===== src/include/issue_macros.svh =====
// Issue stage configuration macros.
// Register file size, data width, commit port count and the
// scoreboard tag width shared by the package and all RTL blocks.

`ifndef ISSUE_MACROS_SVH
`define ISSUE_MACROS_SVH

// integer register file geometry
`define ISSUE_NR_REGS 32
`define ISSUE_REG_AW 5

// datapath width
`define ISSUE_XLEN 32

// number of commit write ports into the register file
`define ISSUE_NR_COMMIT 2

// scoreboard transaction id width
`define ISSUE_TRANS_ID_W 3

`endif


===== src/hdl/issue_pkg.sv =====
// Issue stage package.
// Vector types for data, register indices and scoreboard tags,
// plus the functional unit encoding used by the clobber table.

`include "issue_macros.svh"

package issue_pkg;

    // ------------------------------------------------------------------
    // plain vector types
    // ------------------------------------------------------------------

    // one integer data word
    typedef logic [`ISSUE_XLEN-1:0] xlen_t;

    // integer register index
    typedef logic [`ISSUE_REG_AW-1:0] reg_addr_t;

    // scoreboard tag, travels with the instruction into execute
    typedef logic [`ISSUE_TRANS_ID_W-1:0] trans_id_t;

    // operation code, opaque to this stage
    typedef logic [6:0] fu_op_t;

    // ------------------------------------------------------------------
    // functional units
    // ------------------------------------------------------------------

    // NONE in the clobber table means no writer is pending
    typedef enum logic [2:0] {
        NONE,
        LOAD,
        STORE,
        ALU,
        CTRL_FLOW,
        MULT,
        CSR
    } fu_t;

endpackage


===== src/hdl/int_regfile.sv =====
// Integer register file.
// Flop array with two asynchronous read ports and one write port per
// commit port. x0 is cleared on reset and never written.

`include "issue_macros.svh"

module int_regfile import issue_pkg::*; (
    input  logic                                 clk_i,
    input  logic                                 rst_ni,
    // operand read ports
    input  reg_addr_t                            raddr_a_i,
    input  reg_addr_t                            raddr_b_i,
    output xlen_t                                rdata_a_o,
    output xlen_t                                rdata_b_o,
    // commit write ports
    input  reg_addr_t [`ISSUE_NR_COMMIT-1:0]     waddr_i,
    input  xlen_t     [`ISSUE_NR_COMMIT-1:0]     wdata_i,
    input  logic      [`ISSUE_NR_COMMIT-1:0]     we_i
);

    xlen_t mem_q [`ISSUE_NR_REGS];

    // ------------------------------------------------------------------
    // write side
    // ------------------------------------------------------------------

    // ports are walked in order, so the highest port wins a collision
    always_ff @(posedge clk_i or negedge rst_ni) begin : reg_write
        if (!rst_ni) begin
            for (int unsigned r = 0; r < `ISSUE_NR_REGS; r++) begin
                mem_q[r] <= '0;
            end
        end else begin
            for (int unsigned p = 0; p < `ISSUE_NR_COMMIT; p++) begin
                // x0 stays at zero
                if (we_i[p] && (waddr_i[p] != '0)) begin
                    mem_q[waddr_i[p]] <= wdata_i[p];
                end
            end
        end
    end

    // ------------------------------------------------------------------
    // read side
    // ------------------------------------------------------------------

    // same-cycle write is not bypassed, the old value is returned
    assign rdata_a_o = mem_q[raddr_a_i];
    assign rdata_b_o = mem_q[raddr_b_i];

endmodule


===== src/hdl/issue_hazard_unit.sv =====
// Issue hazard unit.
// Looks up the clobber table for both sources and the destination,
// decides forwarding or stall, picks the busy level of the target unit
// and forms the issue acknowledge and the launch level. Combinational.

`include "issue_macros.svh"

module issue_hazard_unit import issue_pkg::*; (
    // decoded instruction
    input  logic                                 instr_valid_i,
    input  fu_t                                  instr_fu_i,
    input  reg_addr_t                            instr_rs1_i,
    input  reg_addr_t                            instr_rs2_i,
    input  reg_addr_t                            instr_rd_i,
    input  logic                                 instr_ex_valid_i,
    // scoreboard state
    input  logic                                 rs1_valid_i,
    input  logic                                 rs2_valid_i,
    input  fu_t       [`ISSUE_NR_REGS-1:0]       clobber_i,
    // commit ports, for the WAW bypass
    input  reg_addr_t [`ISSUE_NR_COMMIT-1:0]     waddr_i,
    input  logic      [`ISSUE_NR_COMMIT-1:0]     we_i,
    // unit readiness
    input  logic                                 flu_ready_i,
    input  logic                                 lsu_ready_i,
    input  logic                                 mult_pending_i,
    // decisions
    output logic                                 fwd_rs1_o,
    output logic                                 fwd_rs2_o,
    output logic                                 issue_ack_o,
    output logic                                 launch_o
);

    fu_t  rs1_clobber;
    fu_t  rs2_clobber;
    fu_t  rd_clobber;
    logic stall;
    logic fu_busy;
    logic rd_free;

    // pending writers of the registers this instruction touches
    assign rs1_clobber = clobber_i[instr_rs1_i];
    assign rs2_clobber = clobber_i[instr_rs2_i];
    assign rd_clobber  = clobber_i[instr_rd_i];

    // ------------------------------------------------------------------
    // source operands
    // ------------------------------------------------------------------

    // a pending source is taken from the scoreboard once its result is
    // valid; CSR results are only reachable through the register file
    always_comb begin : operand_hazard
        stall     = 1'b0;
        fwd_rs1_o = 1'b0;
        fwd_rs2_o = 1'b0;
        if (rs1_clobber != NONE) begin
            if (rs1_valid_i && (rs1_clobber != CSR)) begin
                fwd_rs1_o = 1'b1;
            end else begin
                stall = 1'b1;
            end
        end
        if (rs2_clobber != NONE) begin
            if (rs2_valid_i && (rs2_clobber != CSR)) begin
                fwd_rs2_o = 1'b1;
            end else begin
                stall = 1'b1;
            end
        end
    end

    // busy level of the unit the instruction needs
    always_comb begin : unit_busy
        case (instr_fu_i)
            ALU, CTRL_FLOW, CSR, MULT: fu_busy = ~flu_ready_i;
            LOAD, STORE:               fu_busy = ~lsu_ready_i;
            default:                   fu_busy = 1'b0;
        endcase
    end

    // ------------------------------------------------------------------
    // WAW check and acknowledge
    // ------------------------------------------------------------------

    // rd is free when nobody writes it or a commit retires it right now
    always_comb begin : waw_check
        rd_free = (rd_clobber == NONE);
        for (int unsigned p = 0; p < `ISSUE_NR_COMMIT; p++) begin
            if (we_i[p] && (waddr_i[p] == instr_rd_i)) begin
                rd_free = 1'b1;
            end
        end
    end

    always_comb begin : issue_ack
        issue_ack_o = 1'b0;
        if (instr_valid_i) begin
            if (!stall && !fu_busy && rd_free) begin
                issue_ack_o = 1'b1;
            end
            // exceptions and unit-less instructions pass straight through
            if (instr_ex_valid_i || (instr_fu_i == NONE)) begin
                issue_ack_o = 1'b1;
            end
        end
        // a multiply in flight owns the fixed latency writeback next cycle
        if (mult_pending_i && (instr_fu_i != MULT)) begin
            issue_ack_o = 1'b0;
        end
    end

    // only exception-free instructions start a unit
    assign launch_o = issue_ack_o & ~instr_ex_valid_i;

endmodule


===== src/hdl/issue_read_operands.sv =====
// Issue and operand read stage.
// Checks the decoded instruction against the scoreboard, reads the
// integer register file and hands operands to the functional units
// through the ID/EX register.

`include "issue_macros.svh"

module issue_read_operands import issue_pkg::*; (
    input  logic                                 clk_i,
    input  logic                                 rst_ni,
    input  logic                                 flush_i,
    // decoded instruction
    input  logic                                 instr_valid_i,
    input  fu_t                                  instr_fu_i,
    input  fu_op_t                               instr_op_i,
    input  reg_addr_t                            instr_rs1_i,
    input  reg_addr_t                            instr_rs2_i,
    input  reg_addr_t                            instr_rd_i,
    input  xlen_t                                instr_imm_i,
    input  xlen_t                                instr_pc_i,
    input  logic                                 instr_use_imm_i,
    input  logic                                 instr_use_pc_i,
    input  logic                                 instr_ex_valid_i,
    input  trans_id_t                            instr_trans_id_i,
    output logic                                 issue_ack_o,
    // scoreboard lookup
    output reg_addr_t                            rs1_o,
    input  xlen_t                                rs1_i,
    input  logic                                 rs1_valid_i,
    output reg_addr_t                            rs2_o,
    input  xlen_t                                rs2_i,
    input  logic                                 rs2_valid_i,
    input  fu_t       [`ISSUE_NR_REGS-1:0]       clobber_i,
    // unit readiness
    input  logic                                 flu_ready_i,
    input  logic                                 lsu_ready_i,
    // commit
    input  reg_addr_t [`ISSUE_NR_COMMIT-1:0]     waddr_i,
    input  xlen_t     [`ISSUE_NR_COMMIT-1:0]     wdata_i,
    input  logic      [`ISSUE_NR_COMMIT-1:0]     we_i,
    // to the functional units
    output xlen_t                                operand_a_o,
    output xlen_t                                operand_b_o,
    output xlen_t                                imm_o,
    output fu_t                                  fu_o,
    output fu_op_t                               op_o,
    output trans_id_t                            trans_id_o,
    output xlen_t                                pc_o,
    output logic                                 alu_valid_o,
    output logic                                 branch_valid_o,
    output logic                                 lsu_valid_o,
    output logic                                 mult_valid_o,
    output logic                                 csr_valid_o
);

    logic  fwd_rs1;
    logic  fwd_rs2;
    logic  launch;
    logic  mult_pending;
    xlen_t rf_rdata_a;
    xlen_t rf_rdata_b;

    // scoreboard is polled with the raw source indices
    assign rs1_o = instr_rs1_i;
    assign rs2_o = instr_rs2_i;

    issue_hazard_unit i_issue_hazard_unit (
        .instr_valid_i    ( instr_valid_i    ),
        .instr_fu_i       ( instr_fu_i       ),
        .instr_rs1_i      ( instr_rs1_i      ),
        .instr_rs2_i      ( instr_rs2_i      ),
        .instr_rd_i       ( instr_rd_i       ),
        .instr_ex_valid_i ( instr_ex_valid_i ),
        .rs1_valid_i      ( rs1_valid_i      ),
        .rs2_valid_i      ( rs2_valid_i      ),
        .clobber_i        ( clobber_i        ),
        .waddr_i          ( waddr_i          ),
        .we_i             ( we_i             ),
        .flu_ready_i      ( flu_ready_i      ),
        .lsu_ready_i      ( lsu_ready_i      ),
        .mult_pending_i   ( mult_pending     ),
        .fwd_rs1_o        ( fwd_rs1          ),
        .fwd_rs2_o        ( fwd_rs2          ),
        .issue_ack_o      ( issue_ack_o      ),
        .launch_o         ( launch           )
    );

    int_regfile i_int_regfile (
        .clk_i     ( clk_i       ),
        .rst_ni    ( rst_ni      ),
        .raddr_a_i ( instr_rs1_i ),
        .raddr_b_i ( instr_rs2_i ),
        .rdata_a_o ( rf_rdata_a  ),
        .rdata_b_o ( rf_rdata_b  ),
        .waddr_i   ( waddr_i     ),
        .wdata_i   ( wdata_i     ),
        .we_i      ( we_i        )
    );

    operand_dispatch i_operand_dispatch (
        .clk_i            ( clk_i            ),
        .rst_ni           ( rst_ni           ),
        .flush_i          ( flush_i          ),
        .launch_i         ( launch           ),
        .fwd_rs1_i        ( fwd_rs1          ),
        .fwd_rs2_i        ( fwd_rs2          ),
        .rf_rdata_a_i     ( rf_rdata_a       ),
        .rf_rdata_b_i     ( rf_rdata_b       ),
        .rs1_i            ( rs1_i            ),
        .rs2_i            ( rs2_i            ),
        .instr_fu_i       ( instr_fu_i       ),
        .instr_op_i       ( instr_op_i       ),
        .instr_imm_i      ( instr_imm_i      ),
        .instr_pc_i       ( instr_pc_i       ),
        .instr_use_imm_i  ( instr_use_imm_i  ),
        .instr_use_pc_i   ( instr_use_pc_i   ),
        .instr_trans_id_i ( instr_trans_id_i ),
        .operand_a_o      ( operand_a_o      ),
        .operand_b_o      ( operand_b_o      ),
        .imm_o            ( imm_o            ),
        .fu_o             ( fu_o             ),
        .op_o             ( op_o             ),
        .trans_id_o       ( trans_id_o       ),
        .pc_o             ( pc_o             ),
        .alu_valid_o      ( alu_valid_o      ),
        .branch_valid_o   ( branch_valid_o   ),
        .lsu_valid_o      ( lsu_valid_o      ),
        .mult_valid_o     ( mult_valid_o     ),
        .csr_valid_o      ( csr_valid_o      ),
        .mult_pending_o   ( mult_pending     )
    );

endmodule


===== src/hdl/operand_dispatch.sv =====
// Operand dispatch.
// Selects operand A and B from the register file, the scoreboard, the
// PC or the immediate, registers them with the instruction fields into
// the ID/EX register and raises one valid strobe per functional unit.

module operand_dispatch import issue_pkg::*; (
    input  logic      clk_i,
    input  logic      rst_ni,
    input  logic      flush_i,
    // from the hazard unit
    input  logic      launch_i,
    input  logic      fwd_rs1_i,
    input  logic      fwd_rs2_i,
    // operand sources
    input  xlen_t     rf_rdata_a_i,
    input  xlen_t     rf_rdata_b_i,
    input  xlen_t     rs1_i,
    input  xlen_t     rs2_i,
    // instruction fields
    input  fu_t       instr_fu_i,
    input  fu_op_t    instr_op_i,
    input  xlen_t     instr_imm_i,
    input  xlen_t     instr_pc_i,
    input  logic      instr_use_imm_i,
    input  logic      instr_use_pc_i,
    input  trans_id_t instr_trans_id_i,
    // ID/EX register
    output xlen_t     operand_a_o,
    output xlen_t     operand_b_o,
    output xlen_t     imm_o,
    output fu_t       fu_o,
    output fu_op_t    op_o,
    output trans_id_t trans_id_o,
    output xlen_t     pc_o,
    // unit strobes
    output logic      alu_valid_o,
    output logic      branch_valid_o,
    output logic      lsu_valid_o,
    output logic      mult_valid_o,
    output logic      csr_valid_o,
    output logic      mult_pending_o
);

    xlen_t operand_a_d;
    xlen_t operand_b_d;

    // ------------------------------------------------------------------
    // operand select
    // ------------------------------------------------------------------

    always_comb begin : operand_select
        operand_a_d = fwd_rs1_i ? rs1_i : rf_rdata_a_i;
        // auipc, jal and friends take the PC
        if (instr_use_pc_i) begin
            operand_a_d = instr_pc_i;
        end
        operand_b_d = fwd_rs2_i ? rs2_i : rf_rdata_b_i;
        // stores and branches keep rs2 and carry the immediate separately
        if (instr_use_imm_i && (instr_fu_i != STORE) && (instr_fu_i != CTRL_FLOW)) begin
            operand_b_d = instr_imm_i;
        end
    end

    // ------------------------------------------------------------------
    // ID/EX register
    // ------------------------------------------------------------------

    // loads every cycle, only meaningful under a strobe
    always_ff @(posedge clk_i or negedge rst_ni) begin : id_ex_reg
        if (!rst_ni) begin
            operand_a_o <= '0;
            operand_b_o <= '0;
            imm_o       <= '0;
            fu_o        <= NONE;
            op_o        <= '0;
            trans_id_o  <= '0;
            pc_o        <= '0;
        end else begin
            operand_a_o <= operand_a_d;
            operand_b_o <= operand_b_d;
            imm_o       <= instr_imm_i;
            fu_o        <= instr_fu_i;
            op_o        <= instr_op_i;
            trans_id_o  <= instr_trans_id_i;
            pc_o        <= instr_pc_i;
        end
    end

    // one strobe per unit, one cycle after launch; flush kills it
    always_ff @(posedge clk_i or negedge rst_ni) begin : unit_strobes
        if (!rst_ni) begin
            alu_valid_o    <= 1'b0;
            branch_valid_o <= 1'b0;
            lsu_valid_o    <= 1'b0;
            mult_valid_o   <= 1'b0;
            csr_valid_o    <= 1'b0;
        end else begin
            alu_valid_o    <= 1'b0;
            branch_valid_o <= 1'b0;
            lsu_valid_o    <= 1'b0;
            mult_valid_o   <= 1'b0;
            csr_valid_o    <= 1'b0;
            if (launch_i && !flush_i) begin
                case (instr_fu_i)
                    ALU:         alu_valid_o    <= 1'b1;
                    CTRL_FLOW:   branch_valid_o <= 1'b1;
                    LOAD, STORE: lsu_valid_o    <= 1'b1;
                    MULT:        mult_valid_o   <= 1'b1;
                    CSR:         csr_valid_o    <= 1'b1;
                    default:     ;
                endcase
            end
        end
    end

    // the multiplier result lands on the shared writeback next cycle
    assign mult_pending_o = mult_valid_o;

endmodule


===== config.mk =====
export PLATFORM = sky130hd
export DESIGN_NAME = issue_read_operands
export DESIGN_NICKNAME = d
export VERILOG_FILES = /design/src/hdl/issue_pkg.sv /design/src/hdl/int_regfile.sv /design/src/hdl/issue_hazard_unit.sv /design/src/hdl/issue_read_operands.sv /design/src/hdl/operand_dispatch.sv
export VERILOG_INCLUDE_DIRS = /design/src /design/src/include
export SDC_FILE = /design/constraint.sdc
export NUM_CORES = 2
export LEC_CHECK = 0
export BUFFER_PORTS_ARGS = -buffer_cell sky130_fd_sc_hd__buf_2
export CORE_MARGIN = 4
export CORE_UTILIZATION = 40
export CTS_CLUSTER_SIZE = 24
export DETAILED_ROUTE_END_ITERATION = 8
export HOLD_SLACK_MARGIN = 0.02
export PLACE_DENSITY = 0.54
export SYNTH_ARGS = -nofsm -noshare
export SYNTH_HDL_FRONTEND = slang
export SYNTH_SLANG_ARGS = --single-unit

===== constraint.sdc =====
create_clock -name clk_i -period 4.45 [get_ports clk_i]
set_clock_uncertainty 0.15 [all_clocks]
set_input_delay 0 -clock clk_i [delete_from_list [all_inputs] [get_ports clk_i]]
set_output_delay 0 -clock clk_i [all_outputs]
set_load 0.05 [all_outputs]

Word level (Yosys, flattened, before mapping):

Index checks and enable logic that the tools add are counted.
W data, S select, Z words.

* register bits after elaboration: 1170
* bits of input ports: 339
* logic and storage cells: 149

* $lt $le $gt $ge: 9
* equality and inequality tests: 13
* muxes and demuxes: 49
* bitwise logic cells: 8
* reductions and logical operators: 26

Operators with widths (number)
* $bwmux W1024: 2
* $mux W1024: 2
* $bmux W32 S5: 2
* $demux W32 S5: 2
* $mux W32: 10
* $bmux W3 S5: 3
* $ge A6 B6 Y1 const B: 4
* $mux W1: 24
* $not A5 Y6: 4
* $lt A5 B6 Y1 const B: 3
* $logic_and A1 B1 Y1: 14
* $lt A6 B1 Y1 const B: 2
* $ne A3 B3 Y1 const B: 4
* $eq A5 B5 Y1: 2
* $reduce_bool A5 Y1: 2
* $eq A3 B3 Y1 const B: 3
* $mux W3: 3
* $eq A3 B2 Y1 const B: 2
* $logic_not A3 Y1: 2
* $reduce_bool A3 Y1: 2
* $reduce_or A4 Y1: 1
* $eq A3 B1 Y1 const B: 1
* $logic_not A1 Y1: 3
* $ne A3 B2 Y1 const B: 1
* other kinds (5): 7

Longest topological paths before layout:

* depth in word-level cells: 18
* depth in mapped cells: 12
* gate-level depth less buffers: 9

Hierarchy:

From an unflattened synthesis, not the netlist that was laid out.

* cells, all modules: 7544
* area, all modules: 72274.3 um^2

By module, submodules not included
* int_regfile: instances 1, cells an instance 6952, area each 64515.6 um^2, seq. area each 25624.6 um^2
* operand_dispatch: instances 1, cells an instance 336, area each 5202.5 um^2, seq. area each 3653.5 um^2
* issue_hazard_unit: instances 1, cells an instance 246, area each 2481.1 um^2, seq. area each 0.0 um^2
* issue_read_operands: instances 1, cells an instance 10, area each 75.1 um^2, seq. area each 0.0 um^2

Worst setup path before layout:

No wires, ideal clock.

* path type: input to register
* start point: input instr_rs2_i[1]
* end point: register i_operand_dispatch.operand_b_o[0]
* setup time: 135 ps
* arrival: 2408 ps
* data required time: 4165 ps
* setup slack: 1757 ps
* stages on the path: 10
* cell sequence: buf_2 buf_4 buf_4 clkbuf_1 clkbuf_1 mux4_2 mux4_2 mux2_2 mux2i_1 o21ai_0

* longest elaborated chain between the ends: 8
* elaborated cells between the ends (all ways): 13
* classes of those cells: 1 x eq/ne; 9 x mux; 1 x bitwise; 2 x reduce/logical

RTL lines
* start: declaration: RTL line issue_read_operands.sv:17 `input reg_addr_t instr_rs2_i,`
* $bmux W3 S5: RTL line issue_hazard_unit.sv:43 `assign rs2_clobber = clobber_i[instr_rs2_i];`
* $mux W3 (implied by the code): RTL line issue_hazard_unit.sv:43
* $ne A3 B3 Y1: RTL line issue_hazard_unit.sv:64 `if (rs2_valid_i && (rs2_clobber != CSR)) begin`
* $logic_and A1 B1 Y1: RTL line issue_hazard_unit.sv:64
* $mux W1: RTL line issue_hazard_unit.sv:64
* $mux W1: RTL line issue_hazard_unit.sv:63 `if (rs2_clobber != NONE) begin`
* $mux W32 (*): RTL line operand_dispatch.sv:57 `operand_b_d = fwd_rs2_i ? rs2_i : rf_rdata_b_i;`
* $mux W32 (*): RTL line operand_dispatch.sv:59 `if (instr_use_imm_i && (instr_fu_i != STORE) && (instr_fu_i != CTRL_FLOW)) begin`
* via i_operand_dispatch.operand_b_d[0]: RTL line operand_dispatch.sv:45 `xlen_t operand_b_d;`
* end signal: assignment: RTL line operand_dispatch.sv:80 `operand_b_o <= operand_b_d;`
* end: declaration: RTL line operand_dispatch.sv:29 `output xlen_t operand_b_o,`

Mark *: on every way through the listed nets, which the timed path passes. The rest lies on a longest branch. The select of a mux whose other input is x is not followed.

Final worst setup path:

* start point: input instr_rs2_i[2]
* end point: register i_operand_dispatch.operand_b_o[16]

Same word-level chain as after synthesis.

==> impl_metrics.yaml <==
synth:
  ys.flop_type: "dfrtp_1"
  synth_seq_cells: 1170
  seq_area_frac_synth_pct: 41.7
  yosysWarnings: 0
  synth_top_family_by_area: "multiplexers"
  async_flop_share_pct: 100
  postSynthAreaPerCell_um2: 11.3
  synth_area_um2: 70200
  syn_nets: 6572
  synth_mux_area_share_pct: 35.8
  syn-instance-count: 6233
  synth_cell_types: 52
  synth_xor_area_share_pct: 0.187
  yosys.area_share.simple_pct: 7.50
  synth_compound_area_share_pct: 10.4
  synth_edf_count: 0
  yosys.area_share.adder_pct: 0
power_and_ir_drop:
  p_leak_nw: 35.0
  power_density_nw_per_um2: 433
  vdd_drop_max_mv: 0.449
  power_w: 0.0365
sta:
  setup_viol: 0
  max_freq_mhz: 262
  finalWorstSetupSlack_ns: 0.637
  grt_setup_unrepaired: "no"
  tns_ns: 0
  tightest_slew_ns: 1.21
  slew_headroom_pct: 18.6
  period_share_pct: 85.7
  finalMaxSlewViolations: 0
  min_period_ns: 3.81
  hold_violations: 0
placement:
  port_buffers: 495
  placement.cell_area_um2: 74700
  hpwl_um: 172000
  gp_congestion: 0.913
  dp_slack_ns: 1.08
run:
  cap_violations: 0
clock_network:
  root_buffer: "clkbuf_16"
  clk_pin_slew_ns: 0.07
  numClockSinks: 1170
  cts_buffer_depth: 3
  worst_skew_pair.late_latency_ns: 0.80
  cts_tree: "yes"
  cts_max_level: 4
  cts_buffers: 135
  postCtsSetupBuffers: 0
worst_setup_path:
  cp_cell_sequence: "buf_6, nor2b_1, a22oi_1, nand2_1, o22ai_1, a211oi_1, xnor2_1, a21boi_4, buf_4, mux2i_1, dlygate4sd3_1, o21ai_0, dlygate4sd3_1"
  worstSetupPathType: "in2reg"
  critPathCaptureType: "flip-flop"
  critPathMostFrequentCell: "dlygate4sd3_1"
  start_kind: "input pin"
  crit_path_max_incr_delay_ns: 0.62
  cp.arrival_ns: 4.34
  crit_family: "buffers and inverters"
  cpMaxStageDelayCell: "dlygate4sd3_1"
  cp_max_fo: 30
  path_buf_inv: 4
  required_ns: 4.97
floorplan:
  die_area_um2: 182000
  start_util_pct: 40.3
  rows: 153
  io_pins: 496
  die_w_um: 427
  die_h_um: 427
  core_area_um2: 174000
worst_hold_path:
  hp-class: "in2reg"
status:
  outcome: "completed"
routing:
  routed_wl_um: 300000
  vias: 58000
  drtAntennaViolNets: 0
  drcViolationCount: 0
  drt_iter0_drc: 6587
  viasPerCell: 6.28
  wl_per_cell_um: 32.5
  firstDrtPassIters: 8
finish:
  layout_commonest_cell: "dfrtp_1"
  nNetsFinal: 7132
  design_area_um2: 84400
  syn_to_final_growth_pct: 20.3
  drive_above_1_share_pct: 23.9
  fill_cells: 15400
  fin_util_pct: 48.5
  final_cell_mix: "dfrtp_1 (1170), mux2i_1 (1011), mux4_2 (650)"
grt:
  grt_antenna_before_repair: 32
  grt_max_degree: 121
  grt_pass1_vias: 56600
  grt_usage_pct: 32.4
  grt_first_pass_wirelength_um: 426000
  overflow: 0
power breakdown:
group          internal (W)  switching, W  total, W
clock               0.00627       0.00493    0.0112
combinational       0.00541       0.00477    0.0102
sequential           0.0132       0.00196    0.0152
total                0.0249        0.0117    0.0365
metal layers:
layer | routed length [µm] | track usage, % | vias to the layer above
met5 | 101 | 0 | -
met4 | 17000 | 15.9 | 16
met3 | 30200 | 8.45 | 855
met2 | 137000 | 50.4 | 3359
met1 | 116000 | 42.2 | 29600
li1 | - | - | 24200
final cells by class:
| type | instances | area [µm²] | area share [%] |
|---|---|---|---|
| timing repair buffer | 1194 | 9660 | 11.4 |
| clock buffer | 184 | 3750 | 4.45 |
| clock inverter | 47 | 494 | 0.585 |
| multi-input combinational | 4291 | 38300 | 45.3 |
| inverter | 1 | 3.75 | 0.00445 |
| antenna | 22 | 55.1 | 0.0652 |
| tap | 2325 | 2910 | 3.45 |
| sequential | 1170 | 29300 | 34.7 |
flip-flops by register name, summed over array words and instances (netlist names), 3 cells and up:
| signal | cells |
|---|---|
| i_int_regfile.mem_q | 1024 |
| i_operand_dispatch.fu_o | 3 |
| i_operand_dispatch.imm_o | 32 |
| i_operand_dispatch.op_o | 7 |
| i_operand_dispatch.operand_a_o | 32 |
| i_operand_dispatch.operand_b_o | 32 |
| i_operand_dispatch.pc_o | 32 |
| i_operand_dispatch.trans_id_o | 3 |
final timing paths:
kind / startpoint / endpoint / slack [ns] / cells past startpoint
worst min-delay path: wdata_i[54] / i_int_regfile.mem_q[822]$_DFF_PN0_ / 0.15 / 4
worst max-delay path: instr_rs2_i[2] / i_operand_dispatch.operand_b_o[16]$_DFF_PN0_ / 0.64 / 13
max in group asynchronous: rst_ni / i_int_regfile.mem_q[141]$_DFF_PN0_ / 2.92 / 4
min in group asynchronous: rst_ni / i_operand_dispatch.op_o[0]$_DFF_PN0_ / 0.42 / 4
worst min register to register: i_int_regfile.mem_q[997]$_DFF_PN0_ / i_int_regfile.mem_q[997]$_DFF_PN0_ / 0.24 / 0
worst max register to register: i_int_regfile.mem_q[3]$_DFF_PN0_ / i_operand_dispatch.operand_b_o[3]$_DFF_PN0_ / 0.97 / 7
kinds of logic (layout without fill, tap and decap cells):
logic type / count (synthesis) / after routing
flops: 1170 / 1170
xor+xnor: 15 / 15
compound gates: 1267 / 1267
mux: 1693 / 1693
simple gates: 1316 / 1316
other cells: 0 / 22
buf+inv: 772 / 1426
cells in the mapped netlist, types with 32 or more instances:
cell      count  share of area, %
mux4_2      650                21
nand2_1     624               3.3
buf_1        92              0.49
mux2i_1    1011                14
clkbuf_1    594               3.2
dfrtp_1    1170                42
mux2_2       32              0.51
o21ai_0     497               3.5
a21oi_1     531               3.8
a32oi_1     124               1.5
nor2_1      563               3.0
buf_2        60              0.43
per-stage QoR:
| step | instances | hold WS (ns) |
|---|---|---|
| after floorplan | 6233 | -0.446 |
| after global placement | 8441 | -0.0422 |
| after detailed placement | 8441 | -0.0406 |
| after CTS | 9212 | 0.0863 |
| after global routing | 9222 | 0.170 |
| final | 9234 | 0.152 |
worst reg2reg max path, cell delays in order (launching register included):
cell and delay (ns):
dfrtp_1 0.40, mux4_2 0.48, mux4_2 0.49, mux2_2 0.37, mux2i_1 0.17, dlygate4sd3_1 0.60, o21ai_1 0.08, dlygate4sd3_1 0.62
repair_timing:
item,CTS,global route
hold endpoints to repair,2308,0
gates resized for setup,0,0
hold buffers,540,0
(Power assumes the default switching activity.)
